### src/hdl/mmc5_pkg.sv
// MMC5 mapper shared types, register offsets and detector constants
package mmc5_pkg;

	typedef logic [15:0] cpu_addr_t;
	typedef logic [7:0]  byte_t;
	typedef logic [21:0] prg_addr_t;
	typedef logic [21:0] chr_addr_t;
	typedef logic [13:0] ppu_addr_t;
	typedef logic [7:0]  prg_bank_t;
	typedef logic [9:0]  chr_bank_t;  // Includes the two upper bits from $5130
	typedef logic [7:0]  scanline_t;
	typedef logic [5:0]  tile_cnt_t;

	typedef enum logic {
		out_of_frame,
		in_frame
	} frame_state_t;

	localparam logic [5:0] REG_PAGE = 6'b010100;  // $5000-$53FF

	// Offsets within the register page
	localparam logic [9:0] REG_PRG_MODE      = 10'h100;
	localparam logic [9:0] REG_CHR_MODE      = 10'h101;
	localparam logic [9:0] REG_PROTECT_1     = 10'h102;
	localparam logic [9:0] REG_PROTECT_2     = 10'h103;
	localparam logic [9:0] REG_MIRRORING     = 10'h105;
	localparam logic [9:0] REG_PRG_RAM_BANK  = 10'h113;
	localparam logic [9:0] REG_PRG_BANK_0    = 10'h114;
	localparam logic [9:0] REG_PRG_BANK_1    = 10'h115;
	localparam logic [9:0] REG_PRG_BANK_2    = 10'h116;
	localparam logic [9:0] REG_PRG_BANK_3    = 10'h117;
	localparam logic [9:0] REG_CHR_BANK_BASE = 10'h120;  // Twelve banks $5120-$512B
	localparam logic [9:0] REG_CHR_UPPER     = 10'h130;
	localparam logic [9:0] REG_IRQ_SCANLINE  = 10'h203;
	localparam logic [9:0] REG_IRQ_STATUS    = 10'h204;
	localparam logic [9:0] REG_MUL_A         = 10'h205;
	localparam logic [9:0] REG_MUL_B         = 10'h206;

	localparam cpu_addr_t PPU_CTRL_ADDR   = 16'h2000;
	localparam cpu_addr_t PPU_MASK_ADDR   = 16'h2001;
	localparam cpu_addr_t NMI_VECTOR_ADDR = 16'hFFFA;

	localparam scanline_t  LAST_SCANLINE     = 8'd239;
	localparam tile_cnt_t  LAST_SPRITE_TILE  = 6'd41;
	localparam tile_cnt_t  SPRITE_PHASE_TILE = 6'd34;
	localparam logic [1:0] NT_REPEAT_COUNT   = 2'd3;
	localparam logic [1:0] IDLE_CE_LIMIT     = 2'd2;

	localparam logic [5:0] PRG_RAM_BASE = 6'b11_1100;  // Save RAM region in PRG space
	localparam logic [1:0] CHR_BASE     = 2'b10;

endpackage
### src/hdl/mmc5.sv
// MMC5 mapper core joining the register block, PRG and CHR mapping and scanline IRQ
`timescale 1ns/1ps

module mmc5 (
	input  logic                 clk,
	input  logic                 arst_n_i,
	input  logic                 cpu_ce_i,
	input  logic                 cpu_wr_i,
	input  logic                 cpu_rd_i,
	input  mmc5_pkg::cpu_addr_t  cpu_addr_i,
	input  mmc5_pkg::byte_t      cpu_din_i,
	output mmc5_pkg::byte_t      cpu_dout_o,
	output logic                 cpu_dout_en_o,
	output mmc5_pkg::prg_addr_t  prg_addr_o,
	output logic                 prg_allow_o,
	input  mmc5_pkg::ppu_addr_t  ppu_addr_i,
	input  logic                 ppu_rd_i,
	output mmc5_pkg::chr_addr_t  chr_addr_o,
	output logic                 vram_a10_o,
	output logic                 vram_ce_o,
	output logic                 irq_o
);

	logic                       in_frame;
	logic                       irq_pending;
	logic                       sprite_fetch;
	logic                       status_read;
	logic [1:0]                 prg_mode;
	logic [1:0]                 chr_mode;
	logic                       prg_ram_we;
	logic [2:0]                 prg_ram_bank;
	mmc5_pkg::prg_bank_t        prg_bank_0;
	mmc5_pkg::prg_bank_t        prg_bank_1;
	mmc5_pkg::prg_bank_t        prg_bank_2;
	mmc5_pkg::prg_bank_t        prg_bank_3;
	mmc5_pkg::chr_bank_t [11:0] chr_bank;
	mmc5_pkg::byte_t            mirroring;
	logic                       chr_last;
	logic                       sprite16;
	logic                       rendering;
	mmc5_pkg::scanline_t        irq_scanline;

	mmc5_regs u_regs (
		.clk            (clk),
		.arst_n_i       (arst_n_i),
		.cpu_ce_i       (cpu_ce_i),
		.cpu_wr_i       (cpu_wr_i),
		.cpu_rd_i       (cpu_rd_i),
		.cpu_addr_i     (cpu_addr_i),
		.cpu_din_i      (cpu_din_i),
		.in_frame_i     (in_frame),
		.irq_pending_i  (irq_pending),
		.cpu_dout_o     (cpu_dout_o),
		.cpu_dout_en_o  (cpu_dout_en_o),
		.status_read_o  (status_read),
		.prg_mode_o     (prg_mode),
		.chr_mode_o     (chr_mode),
		.prg_ram_we_o   (prg_ram_we),
		.prg_ram_bank_o (prg_ram_bank),
		.prg_bank_0_o   (prg_bank_0),
		.prg_bank_1_o   (prg_bank_1),
		.prg_bank_2_o   (prg_bank_2),
		.prg_bank_3_o   (prg_bank_3),
		.chr_bank_o     (chr_bank),
		.mirroring_o    (mirroring),
		.chr_last_o     (chr_last),
		.sprite16_o     (sprite16),
		.rendering_o    (rendering),
		.irq_scanline_o (irq_scanline),
		.irq_o          (irq_o)
	);

	mmc5_prg_map u_prg_map (
		.cpu_addr_i     (cpu_addr_i),
		.cpu_wr_i       (cpu_wr_i),
		.prg_mode_i     (prg_mode),
		.prg_ram_bank_i (prg_ram_bank),
		.prg_bank_0_i   (prg_bank_0),
		.prg_bank_1_i   (prg_bank_1),
		.prg_bank_2_i   (prg_bank_2),
		.prg_bank_3_i   (prg_bank_3),
		.prg_ram_we_i   (prg_ram_we),
		.prg_addr_o     (prg_addr_o),
		.prg_allow_o    (prg_allow_o)
	);

	mmc5_chr_map u_chr_map (
		.ppu_addr_i     (ppu_addr_i),
		.chr_mode_i     (chr_mode),
		.chr_bank_i     (chr_bank),
		.mirroring_i    (mirroring),
		.chr_last_i     (chr_last),
		.sprite16_i     (sprite16),
		.rendering_i    (rendering),
		.in_frame_i     (in_frame),
		.sprite_fetch_i (sprite_fetch),
		.chr_addr_o     (chr_addr_o),
		.vram_a10_o     (vram_a10_o),
		.vram_ce_o      (vram_ce_o)
	);

	mmc5_scanline_irq u_scanline_irq (
		.clk            (clk),
		.arst_n_i       (arst_n_i),
		.cpu_ce_i       (cpu_ce_i),
		.cpu_rd_i       (cpu_rd_i),
		.cpu_addr_i     (cpu_addr_i),
		.ppu_addr_i     (ppu_addr_i),
		.ppu_rd_i       (ppu_rd_i),
		.status_read_i  (status_read),
		.irq_scanline_i (irq_scanline),
		.in_frame_o     (in_frame),
		.irq_pending_o  (irq_pending),
		.sprite_fetch_o (sprite_fetch)
	);

endmodule

### src/hdl/mmc5_scanline_irq.sv
// MMC5 scanline detector tracking in-frame, scanline count, sprite phase and IRQ pending
`timescale 1ns/1ps

module mmc5_scanline_irq (
	input  logic                 clk,
	input  logic                 arst_n_i,
	input  logic                 cpu_ce_i,
	input  logic                 cpu_rd_i,
	input  mmc5_pkg::cpu_addr_t  cpu_addr_i,
	input  mmc5_pkg::ppu_addr_t  ppu_addr_i,
	input  logic                 ppu_rd_i,
	input  logic                 status_read_i,
	input  mmc5_pkg::scanline_t  irq_scanline_i,
	output logic                 in_frame_o,
	output logic                 irq_pending_o,
	output logic                 sprite_fetch_o
);

	mmc5_pkg::frame_state_t state;
	logic                   ppu_rd_q;
	logic [11:0]            last_nt_addr;
	logic [1:0]             nt_read_cnt;
	logic [1:0]             idle_cnt;   // Strobes without a PPU read
	mmc5_pkg::scanline_t    scanline;
	mmc5_pkg::scanline_t    next_line;
	mmc5_pkg::tile_cnt_t    tile_cnt;
	logic                   last_a13;
	logic                   clr_armed;
	logic                   rd_rise;
	logic                   is_nt;
	logic                   triple;
	logic                   frame_end;

	assign in_frame_o = state == mmc5_pkg::in_frame;
	assign rd_rise    = ppu_rd_i && !ppu_rd_q;
	assign is_nt      = ppu_addr_i[13:12] == 2'b10;
	assign triple     = nt_read_cnt == mmc5_pkg::NT_REPEAT_COUNT;
	assign next_line  = scanline + 1'b1;

	// PPU gone idle, NMI vector fetch, or a count past the visible lines
	assign frame_end = in_frame_o && (
		(cpu_ce_i && !ppu_rd_i && idle_cnt == mmc5_pkg::IDLE_CE_LIMIT)
		|| (cpu_ce_i && cpu_rd_i && {cpu_addr_i[15:1], 1'b0} == mmc5_pkg::NMI_VECTOR_ADDR)
		|| (rd_rise && triple && scanline == mmc5_pkg::LAST_SCANLINE));

	always_ff @(posedge clk or negedge arst_n_i) begin
		if (!arst_n_i) begin
			state          <= mmc5_pkg::out_of_frame;
			ppu_rd_q       <= 1'b0;
			last_nt_addr   <= '0;
			nt_read_cnt    <= '0;
			idle_cnt       <= '0;
			scanline       <= '0;
			tile_cnt       <= '0;
			last_a13       <= 1'b0;
			clr_armed      <= 1'b0;
			irq_pending_o  <= 1'b0;
			sprite_fetch_o <= 1'b0;
		end else begin
			ppu_rd_q <= ppu_rd_i;

			if (rd_rise) begin
				last_nt_addr <= ppu_addr_i[11:0];
				if (!triple) begin
					nt_read_cnt <= nt_read_cnt + 1'b1;
				end else if (!in_frame_o) begin
					state    <= mmc5_pkg::in_frame;
					scanline <= '0;
					tile_cnt <= 6'd2;  // First two BG tiles were fetched on the previous line
				end else if (scanline != mmc5_pkg::LAST_SCANLINE) begin
					scanline <= next_line;
					if (next_line == irq_scanline_i)
						irq_pending_o <= 1'b1;
				end
				if (!is_nt || (nt_read_cnt != 2'd0 && last_nt_addr != ppu_addr_i[11:0]))
					nt_read_cnt <= '0;

				// Tile count advances on each pattern fetch after a nametable fetch
				last_a13 <= ppu_addr_i[13];
				if (in_frame_o) begin
					if (last_a13 && !ppu_addr_i[13])
						tile_cnt <= (tile_cnt == mmc5_pkg::LAST_SPRITE_TILE) ? '0 : tile_cnt + 1'b1;
					if (!last_a13 && ppu_addr_i[13]) begin
						if (tile_cnt == mmc5_pkg::SPRITE_PHASE_TILE)
							sprite_fetch_o <= 1'b1;
						else if (tile_cnt == 6'd0)
							sprite_fetch_o <= 1'b0;
					end
				end
			end

			if (cpu_ce_i) begin
				if (ppu_rd_i)
					idle_cnt <= '0;
				else if (in_frame_o)
					idle_cnt <= idle_cnt + 1'b1;
			end

			// Status read clears pending on the following strobe
			if (cpu_ce_i && clr_armed) begin
				irq_pending_o <= 1'b0;
				clr_armed     <= 1'b0;
			end
			if (status_read_i)
				clr_armed <= 1'b1;

			if (frame_end) begin
				state          <= mmc5_pkg::out_of_frame;
				nt_read_cnt    <= '0;
				idle_cnt       <= '0;
				irq_pending_o  <= 1'b0;
				sprite_fetch_o <= 1'b0;
			end
		end
	end

	assert property (@(posedge clk) disable iff (!arst_n_i)
		scanline <= mmc5_pkg::LAST_SCANLINE);

	// Pending only lives inside a frame
	assert property (@(posedge clk) disable iff (!arst_n_i)
		state == mmc5_pkg::out_of_frame |-> !irq_pending_o);

endmodule

### src/hdl/mmc5_chr_map.sv
// MMC5 CHR banking with sprite/background bank sets and nametable mirroring
`timescale 1ns/1ps

module mmc5_chr_map (
	input  mmc5_pkg::ppu_addr_t        ppu_addr_i,
	input  logic [1:0]                 chr_mode_i,
	input  mmc5_pkg::chr_bank_t [11:0] chr_bank_i,
	input  mmc5_pkg::byte_t            mirroring_i,
	input  logic                       chr_last_i,
	input  logic                       sprite16_i,
	input  logic                       rendering_i,
	input  logic                       in_frame_i,
	input  logic                       sprite_fetch_i,
	output mmc5_pkg::chr_addr_t        chr_addr_o,
	output logic                       vram_a10_o,
	output logic                       vram_ce_o
);

	logic                set_b;
	logic [3:0]          idx;
	mmc5_pkg::chr_bank_t bank;
	logic [9:0]          sel;    // 1 kB page
	logic [1:0]          mirr;

	// Set B only serves background fetches with 8x16 sprites while rendering
	assign set_b = (in_frame_i && rendering_i) ? (!sprite_fetch_i && sprite16_i) : chr_last_i;

	always_comb begin
		case (chr_mode_i)
			2'd0: idx = set_b ? 4'd11 : 4'd7;
			2'd1: idx = set_b ? 4'd11 : {1'b0, ppu_addr_i[12], 2'b11};
			2'd2: idx = set_b ? {2'b10, ppu_addr_i[11], 1'b1} : {1'b0, ppu_addr_i[12:11], 1'b1};
			default: idx = set_b ? {2'b10, ppu_addr_i[11:10]} : {1'b0, ppu_addr_i[12:10]};
		endcase
		bank = chr_bank_i[idx];

		case (chr_mode_i)
			2'd0: sel = {bank[6:0], ppu_addr_i[12:10]};  // 8 kB
			2'd1: sel = {bank[7:0], ppu_addr_i[11:10]};  // 4 kB
			2'd2: sel = {bank[8:0], ppu_addr_i[10]};     // 2 kB
			default: sel = bank;                         // 1 kB
		endcase
	end

	assign chr_addr_o = {mmc5_pkg::CHR_BASE, sel, ppu_addr_i[9:0]};

	// Two bits per quadrant; bit 1 set means an external source, not CIRAM
	assign mirr       = mirroring_i[{ppu_addr_i[11:10], 1'b0} +: 2];
	assign vram_a10_o = mirr[0];
	assign vram_ce_o  = ppu_addr_i[13] && !mirr[1];

endmodule

### src/hdl/mmc5_prg_map.sv
// MMC5 PRG banking for the four PRG modes and PRG RAM write protection
`timescale 1ns/1ps

module mmc5_prg_map (
	input  mmc5_pkg::cpu_addr_t  cpu_addr_i,
	input  logic                 cpu_wr_i,
	input  logic [1:0]           prg_mode_i,
	input  logic [2:0]           prg_ram_bank_i,
	input  mmc5_pkg::prg_bank_t  prg_bank_0_i,
	input  mmc5_pkg::prg_bank_t  prg_bank_1_i,
	input  mmc5_pkg::prg_bank_t  prg_bank_2_i,
	input  mmc5_pkg::prg_bank_t  prg_bank_3_i,
	input  logic                 prg_ram_we_i,
	output mmc5_pkg::prg_addr_t  prg_addr_o,
	output logic                 prg_allow_o
);

	mmc5_pkg::prg_bank_t sel;  // Bit 7 set selects ROM

	always_comb begin
		sel = {5'b0, prg_ram_bank_i};  // $6000-$7FFF in every mode
		if (cpu_addr_i[15]) begin
			case (prg_mode_i)
				2'd0: sel = {1'b1, prg_bank_3_i[6:2], cpu_addr_i[14:13]};  // One 32 kB bank
				2'd1: begin
					if (!cpu_addr_i[14])
						sel = {prg_bank_1_i[7:1], cpu_addr_i[13]};
					else
						sel = {1'b1, prg_bank_3_i[6:1], cpu_addr_i[13]};
				end
				2'd2: begin
					if (!cpu_addr_i[14])
						sel = {prg_bank_1_i[7:1], cpu_addr_i[13]};
					else if (!cpu_addr_i[13])
						sel = prg_bank_2_i;
					else
						sel = {1'b1, prg_bank_3_i[6:0]};
				end
				default: begin
					case (cpu_addr_i[14:13])
						2'd0:    sel = prg_bank_0_i;
						2'd1:    sel = prg_bank_1_i;
						2'd2:    sel = prg_bank_2_i;
						default: sel = {1'b1, prg_bank_3_i[6:0]};  // $E000 is always ROM
					endcase
				end
			endcase
		end
	end

	assign prg_addr_o = {sel[7] ? {2'b00, sel[6:0]} : {mmc5_pkg::PRG_RAM_BASE, sel[2:0]},
		cpu_addr_i[12:0]};

	// Reads anywhere from $6000, writes only into unlocked RAM
	assign prg_allow_o = (cpu_addr_i >= 16'h6000)
		&& (!cpu_wr_i || (!sel[7] && prg_ram_we_i));

endmodule

### src/hdl/mmc5_regs.sv
// MMC5 register block with CPU write decode, bank registers, multiplier and read mux
`timescale 1ns/1ps

module mmc5_regs (
	input  logic                       clk,
	input  logic                       arst_n_i,
	input  logic                       cpu_ce_i,
	input  logic                       cpu_wr_i,
	input  logic                       cpu_rd_i,
	input  mmc5_pkg::cpu_addr_t        cpu_addr_i,
	input  mmc5_pkg::byte_t            cpu_din_i,
	input  logic                       in_frame_i,
	input  logic                       irq_pending_i,
	output mmc5_pkg::byte_t            cpu_dout_o,
	output logic                       cpu_dout_en_o,
	output logic                       status_read_o,
	output logic [1:0]                 prg_mode_o,
	output logic [1:0]                 chr_mode_o,
	output logic                       prg_ram_we_o,
	output logic [2:0]                 prg_ram_bank_o,
	output mmc5_pkg::prg_bank_t        prg_bank_0_o,
	output mmc5_pkg::prg_bank_t        prg_bank_1_o,
	output mmc5_pkg::prg_bank_t        prg_bank_2_o,
	output mmc5_pkg::prg_bank_t        prg_bank_3_o,
	output mmc5_pkg::chr_bank_t [11:0] chr_bank_o,
	output mmc5_pkg::byte_t            mirroring_o,
	output logic                       chr_last_o,
	output logic                       sprite16_o,
	output logic                       rendering_o,
	output mmc5_pkg::scanline_t        irq_scanline_o,
	output logic                       irq_o
);

	logic [9:0]      offset;
	logic            page_sel;
	logic            strobed_wr;
	logic            chr_sel;
	logic            protect_1;
	logic            protect_2;
	logic [1:0]      chr_upper;
	logic            irq_enable;
	mmc5_pkg::byte_t mul_a;
	mmc5_pkg::byte_t mul_b;
	logic [15:0]     product;

	assign offset     = cpu_addr_i[9:0];
	assign page_sel   = cpu_addr_i[15:10] == mmc5_pkg::REG_PAGE;
	assign strobed_wr = cpu_ce_i && cpu_wr_i;
	assign chr_sel    = page_sel && offset[9:4] == mmc5_pkg::REG_CHR_BANK_BASE[9:4]
		&& offset[3:0] < 4'd12;
	assign product    = mul_a * mul_b;

	always_ff @(posedge clk or negedge arst_n_i) begin
		if (!arst_n_i) begin
			prg_mode_o     <= 2'd3;
			chr_mode_o     <= '0;
			protect_1      <= 1'b0;
			protect_2      <= 1'b0;
			mirroring_o    <= '0;
			prg_ram_bank_o <= '0;
			prg_bank_0_o   <= '0;
			prg_bank_1_o   <= '0;
			prg_bank_2_o   <= '0;
			prg_bank_3_o   <= 8'h7F;  // Last bank visible at the reset vector
			chr_bank_o     <= '0;
			chr_upper      <= '0;
			chr_last_o     <= 1'b0;
			sprite16_o     <= 1'b0;
			rendering_o    <= 1'b0;
			irq_scanline_o <= '0;
			irq_enable     <= 1'b0;
			mul_a          <= '0;
			mul_b          <= '0;
			status_read_o  <= 1'b0;
		end else begin
			if (strobed_wr && page_sel) begin
				case (offset)
					mmc5_pkg::REG_PRG_MODE:     prg_mode_o <= cpu_din_i[1:0];
					mmc5_pkg::REG_CHR_MODE:     chr_mode_o <= cpu_din_i[1:0];
					mmc5_pkg::REG_PROTECT_1:    protect_1 <= cpu_din_i[1:0] == 2'b10;
					mmc5_pkg::REG_PROTECT_2:    protect_2 <= cpu_din_i[1:0] == 2'b01;
					mmc5_pkg::REG_MIRRORING:    mirroring_o <= cpu_din_i;
					mmc5_pkg::REG_PRG_RAM_BANK: prg_ram_bank_o <= cpu_din_i[2:0];
					mmc5_pkg::REG_PRG_BANK_0:   prg_bank_0_o <= cpu_din_i;
					mmc5_pkg::REG_PRG_BANK_1:   prg_bank_1_o <= cpu_din_i;
					mmc5_pkg::REG_PRG_BANK_2:   prg_bank_2_o <= cpu_din_i;
					mmc5_pkg::REG_PRG_BANK_3:   prg_bank_3_o <= cpu_din_i;
					mmc5_pkg::REG_CHR_UPPER:    chr_upper <= cpu_din_i[1:0];
					mmc5_pkg::REG_IRQ_SCANLINE: irq_scanline_o <= cpu_din_i;
					mmc5_pkg::REG_IRQ_STATUS:   irq_enable <= cpu_din_i[7];
					mmc5_pkg::REG_MUL_A:        mul_a <= cpu_din_i;
					mmc5_pkg::REG_MUL_B:        mul_b <= cpu_din_i;
					default: ;
				endcase
				if (chr_sel) begin
					chr_bank_o[offset[3:0]] <= {chr_upper, cpu_din_i};
					chr_last_o <= offset[3];  // Set B lives at $5128-$512B
				end
			end

			// PPU register snoops
			if (strobed_wr && cpu_addr_i == mmc5_pkg::PPU_CTRL_ADDR)
				sprite16_o <= cpu_din_i[5];
			if (strobed_wr && cpu_addr_i == mmc5_pkg::PPU_MASK_ADDR)
				rendering_o <= |cpu_din_i[4:3];  // BG or sprites enabled

			// With 8x8 sprites only set A is ever used
			if (cpu_ce_i && !sprite16_o)
				chr_last_o <= 1'b0;

			status_read_o <= cpu_ce_i && cpu_rd_i && page_sel
				&& offset == mmc5_pkg::REG_IRQ_STATUS;
		end
	end

	assign prg_ram_we_o = protect_1 && protect_2;
	assign irq_o        = irq_pending_i && irq_enable;

	// Readable registers; everything else is left to open bus
	always_comb begin
		cpu_dout_o    = 8'hFF;
		cpu_dout_en_o = 1'b0;
		if (page_sel) begin
			case (offset)
				mmc5_pkg::REG_IRQ_STATUS: begin
					cpu_dout_o    = {irq_pending_i, in_frame_i, 6'b111111};
					cpu_dout_en_o = 1'b1;
				end
				mmc5_pkg::REG_MUL_A: begin
					cpu_dout_o    = product[7:0];
					cpu_dout_en_o = 1'b1;
				end
				mmc5_pkg::REG_MUL_B: begin
					cpu_dout_o    = product[15:8];
					cpu_dout_en_o = 1'b1;
				end
				default: ;
			endcase
		end
	end

	// A mode change always traces back to a strobed CPU write
	assert property (@(posedge clk) disable iff (!arst_n_i)
		$changed(prg_mode_o) |-> $past(cpu_ce_i && cpu_wr_i));

endmodule

### config.mk
export PLATFORM = sky130hd
export DESIGN_NAME = mmc5
export DESIGN_NICKNAME = d
export VERILOG_FILES = /design/src/hdl/mmc5_pkg.sv /design/src/hdl/mmc5.sv /design/src/hdl/mmc5_scanline_irq.sv /design/src/hdl/mmc5_chr_map.sv /design/src/hdl/mmc5_prg_map.sv /design/src/hdl/mmc5_regs.sv
export SDC_FILE = /design/constraint.sdc
export NUM_CORES = 1
export LEC_CHECK = 0
export BUFFER_PORTS_ARGS = -buffer_cell sky130_fd_sc_hd__buf_4
export CORE_UTILIZATION = 60
export CTS_BUF_LIST = sky130_fd_sc_hd__clkbuf_16
export CTS_CLUSTER_SIZE = 16
export DETAILED_ROUTE_END_ITERATION = 6
export MAX_ROUTING_LAYER = met4
export PLACE_DENSITY = 0.91
export SLEW_MARGIN = 15
export SYNTH_ARGS = -nofsm -noshare
export SYNTH_HDL_FRONTEND = slang
export SYNTH_HIERARCHICAL = 1
export SYNTH_SLANG_ARGS = --single-unit
### constraint.sdc
create_clock -name clk -period 13.8 [get_ports clk]
set_input_delay 2.07 -clock clk [delete_from_list [all_inputs] [get_ports clk]]
set_output_delay 2.07 -clock clk [all_outputs]
set_load 0.1 [all_outputs]
## After elaboration in Yosys (flattened, before gate mapping)

Index checks and enable logic that the tools add are counted.

- Register bits: 235
- Latch bits: 0
- RAM bits: 0
- Memory bits (read-only): 0
- Input port bits: 44
- Output and inout port bits: 57
- Logic and storage cells: 239
- Memories: 0

- $add $sub $neg: 4
- $mul: 1
- Divide/modulo/power cells: 0
- Magnitude comparators: 5
- Equality and inequality tests: 39
- Shifts and indexed selects: 1
- Muxes and demuxes: 59
- Bitwise logic cells: 0
- Reduce and logical (&&, ||, !) cells: 88

Operators with widths:

| kind | number |
|---|---|
| $bwmux 120 | 1 |
| $eq 10x9->1 const B | 11 |
| $pmux 8 s3 | 3 |
| $mux 8 | 7 |
| $bmux 10 s4 | 1 |
| $demux 10 s4 | 1 |
| $eq 10x10->1 const B | 4 |
| $reduce_and 2->1 | 20 |
| $eq 16x14->1 const B | 2 |
| $mux 6 | 5 |
| $pmux 10 s3 | 1 |
| $logic_and 1x1->1 | 29 |
| $mux 1 | 24 |
| $reduce_bool 3->1 | 7 |
| $mux 10 | 2 |
| $reduce_bool 2->1 | 9 |
| $ge 16x15->1 const B | 1 |
| $mul 8x8->16 | 1 |
| $mux 2 | 8 |
| $mux 4 | 4 |
| $eq 15x15->1 const B | 1 |
| $eq 2x2->1 const B | 7 |
| $eq 6x5->1 const B | 2 |
| $eq 6x6->1 const B | 2 |
| other kinds (25) | 44 |

## Longest topological paths before layout

- Depth in word-level cells: 9
- Gate-level depth with buffers: 16
- Mapped depth without buffers: 15

## Cells and area by module

The synthesis kept the hierarchy.

Modules (own cells, without submodules):

| module | instances | cells an instance | area each (µm²) | seq. area each (µm²) |
|---|---|---|---|---|
| mmc5_regs | 1 | 773 | 10207.3 | 5016.1 |
| mmc5_scanline_irq | 1 | 249 | 2210.9 | 900.9 |
| mmc5_chr_map | 1 | 292 | 1949.4 | 0.0 |
| mmc5_prg_map | 1 | 95 | 620.6 | 0.0 |

## Worst setup path before layout

OpenSTA, ideal clock, no wires.

- Kind: reg2out
- Start point: register u_regs.mul_b[7]
- End point: output port cpu_dout_o[2]
- Data arrival time: 7.256 ns
- Required time: 11.730 ns
- Setup slack: 4.474 ns
- Stages on the path, launching flop included: 15
- Buffers on the path: 0
- Path through: dfrtp_1 nand2_1 fa_1 fa_1 inv_1 fa_1 inv_1 fa_1 inv_1 ha_1 a21o_1 a31oi_1 a21oi_1 o21a_1 o311ai_0

- Cells in the longest elaborated chain, start to end: 3

Ends and longest elaborated chain:

| element | line | text |
|---|---|---|
| start, declared | mmc5_regs.sv:43 | `mmc5_pkg::byte_t mul_b;` |
| start signal, assigned | mmc5_regs.sv:92 | `mmc5_pkg::REG_MUL_B: mul_b <= cpu_din_i;` |
| $mul 8x8->16 | mmc5_regs.sv:51 | `assign product = mul_a * mul_b;` |
| $pmux 8 s3 | mmc5_regs.sv:124 | `case (offset)` |
| $mux 8 | mmc5_regs.sv:123 | `if (page_sel) begin` |
| end, declared | mmc5.sv:12 | `output mmc5_pkg::byte_t cpu_dout_o,` |

No other way between the ends.

## Worst setup path in the final report

- Start point: register u_regs.mul_a[0]
- End point: output port cpu_dout_o[7]

- Cells in the longest elaborated chain, start to end: 3

Ends and longest elaborated chain:

| element | line | text |
|---|---|---|
| start, declared | mmc5_regs.sv:42 | `mmc5_pkg::byte_t mul_a;` |
| start signal, assigned | mmc5_regs.sv:91 | `mmc5_pkg::REG_MUL_A: mul_a <= cpu_din_i;` |
| $mul 8x8->16 | mmc5_regs.sv:51 |  |
| $pmux 8 s3 | mmc5_regs.sv:124 |  |
| $mux 8 | mmc5_regs.sv:123 |  |

No other way between the ends.

==> metrics.txt <==
core area=24,400 µm²; # diodes=0; CP dominant cell by count=fa_1; Critical-path top delay cell=a221oi_1; worst slack, placed=~7 ns; Initial Utilization=0.613; fin crit share=0.546; placed cell area=15,600 µm²; CTS resizes=0; routed len/inst=approximately 22 µm; Period minus WS final=7.53 ns; Hold Path Class=register to register; # H-tree levels=1; DRC violations left=0; total wire length=approximately 40 mm; Worst-Skew Late Latency=between 0.5 and 0.6 ns; die area=25,600 µm²; Via Count=11,800; max_slew headroom=0.332; mapped cell area=15,000 µm²; clock transition at the registers of the reported paths=0.06 ns; initial antenna violation count=0; first-pass GRT wire length=63.2 mm; Leakage=0.00811 µW; GRT overflow=0; Power Density=approximately 100 nW/µm²; Clock power frac=0.443; Max Freq=~130 MHz; Max clock buf depth=3; clock sinks=235; CTS tree=built; num rows=57; Seq pwr share=0.448; worst-path maximum fanout=9; crit start category=register; final total negative setup slack=0 ns; Pint=1210 µW; status=complete, no violations; Detailed Routing Iterations Pass 1=6; Worst Slack Setup Final=6.27 ns; WHS=0.437 ns; combinational cell fraction of total power=0.109; Critical Path End Type=output port; vias in the first global route=around 12,000; Die X-Extent=roughly 160 µm; largest reg by FF count=u_regs/chr_bank_o; max-slew violations=0; Synth Warn #=6; CTS Hold Bufs=0; Port Buffers=98; Sw Pwr=~440 µW; Final Cell Area=around 17,000 µm²; Sw Share=0.268; CTS buffer count=26; I/O pin cnt=101; largest net degree at the start of global routing=a little over 80; Peak VDD IR=0.113 mV; Layout Nets=approximately 1,600; Root Driver=clkbuf_16; Layout area overhead=10.4%; largest registers=u_regs/chr_bank_o x120, u_scanline_irq/last_nt_addr x12; Chip Height=approximately 160 µm; share of layout cells above drive strength 1=0.283; Final Skew=roughly 0.0086 ns; cell count after synthesis=1,407; Max Cap Viol=0; Crit path required time=11.73 ns; final setup fails=0; post-DR vias/cell=6.60; critical-path cell list=nand2_1 -> fa_1 -> fa_1 -> inv_1 -> fa_1 -> inv_1 -> fa_1 -> inv_1 -> ha_1 -> a21o_1 -> a221oi_1 -> a2bb2oi_1 -> a21oi_1 -> o31ai_1 -> buf_4; Largest register FFs=120; number of fill cells in the layout=1,796; syn avg cell area=10.6 µm²; Fin. Hold Viols=0; WP data arrival=5.46 ns; critical path class=register to output port; Initial DRC Count=roughly 1,200; Worst-Margin Slew=1.00 ns; DPL Wire Length=26.4 mm; post-CTS setup buffer count=0; GRT Util Overall=0.320; RSZ-0062 raised after global routing=no; max incr delay on CP=0.58 ns; syn_nets=1,531; GP Congestion=0.969; Antenna Nets Post-Route=0
worst paths after layout:
kind / from / endpoint / slack, ns / cells past startpoint
setup / recovery: u_regs/mul_a[0]$_DFFE_PN0P_ / cpu_dout_o[7] / 6.27 / 15
hold / removal: u_regs/status_read_o$_DFF_PN0_ / u_scanline_irq/clr_armed$_DFFE_PN0P_ / 0.44 / 1
setup reg to reg: u_scanline_irq/scanline[0]$_DFFE_PN0P_ / u_scanline_irq/irq_pending_o$_DFFE_PN0P_ / 11.55 / 6
hold reg to reg: u_regs/status_read_o$_DFF_PN0_ / u_scanline_irq/clr_armed$_DFFE_PN0P_ / 0.44 / 1
max in group asynchronous: arst_n_i / u_regs/mul_a[3]$_DFFE_PN0P_ / 10.85 / 2
min in group asynchronous: arst_n_i / u_regs/prg_bank_1_o[6]$_DFFE_PN0P_ / 1.50 / 1
power by group through the flow:
stage / Sequential (µW) / Combinational, µW / Clock [µW]
after floorplan: 737 / 124 / 0
after global placement: 747 / 169 / 0
after detailed placement: 748 / 175 / 0
after CTS: 737 / 177 / 737
after global routing: 740 / 193 / 767
final: 738 / 179 / 729
per-layer routing:
metal,GRT usage,share of wire
met1,0.406,0.40
met2,0.506,0.48
met3,0.0506,0.080
met4,0.151,0.047
met5,-,0
critical path: cells and delay by family (launching register included):
family                     cells  cell delay [ns]
AOI/OAI and AO/OA              5             1.39
buffers and inverters          4             0.48
DFF                            1             0.48
adders and majority gates      5             2.45
and+or+nand+nor                1             0.12
area by class of cell:
| type | instances | area [µm²] | area share |
|---|---|---|---|
| Timing Repair Buffer | 105 | 796 | 0.0482 |
| Sequential cell | 235 | 5890 | 0.357 |
| Tap cell | 324 | 405 | 0.0246 |
| Inverter | 78 | 293 | 0.0177 |
| Multi-Input combinational cell | 996 | 8220 | 0.498 |
| Clock buffer | 27 | 676 | 0.0409 |
| Clock inverter | 21 | 225 | 0.0136 |
stage by stage:
| step | power [µW] | utilization | instances |
|---|---|---|---|
| detailed placement | 923 | 0.640 | 1738 |
| global route | 1700 | 0.677 | 1786 |
| CTS | 1650 | 0.677 | 1786 |
| global placement | 916 | 0.640 | 1738 |
| finish | 1650 | 0.677 | 1786 |
| floorplan | 861 | - | 1407 |
cells in the final DEF (no fill, tap or decap), drive strengths merged, types with 14 or more instances in the layout:
cell and instances:
fa 36, a21oi 39, o21ai 51, nor4 14, nand3 34, nand2 130, o221ai 16, clkinv 16
nor3 22, ha 44, mux2 200, a31oi 18, nand2b 17, nand4 19, xor2 19, clkbuf 27
dfrtp 226, buf 105, and2 57, a211oi 17, nor2 49, inv 77, and3b 15
Power figures use the tool's default switching activity.
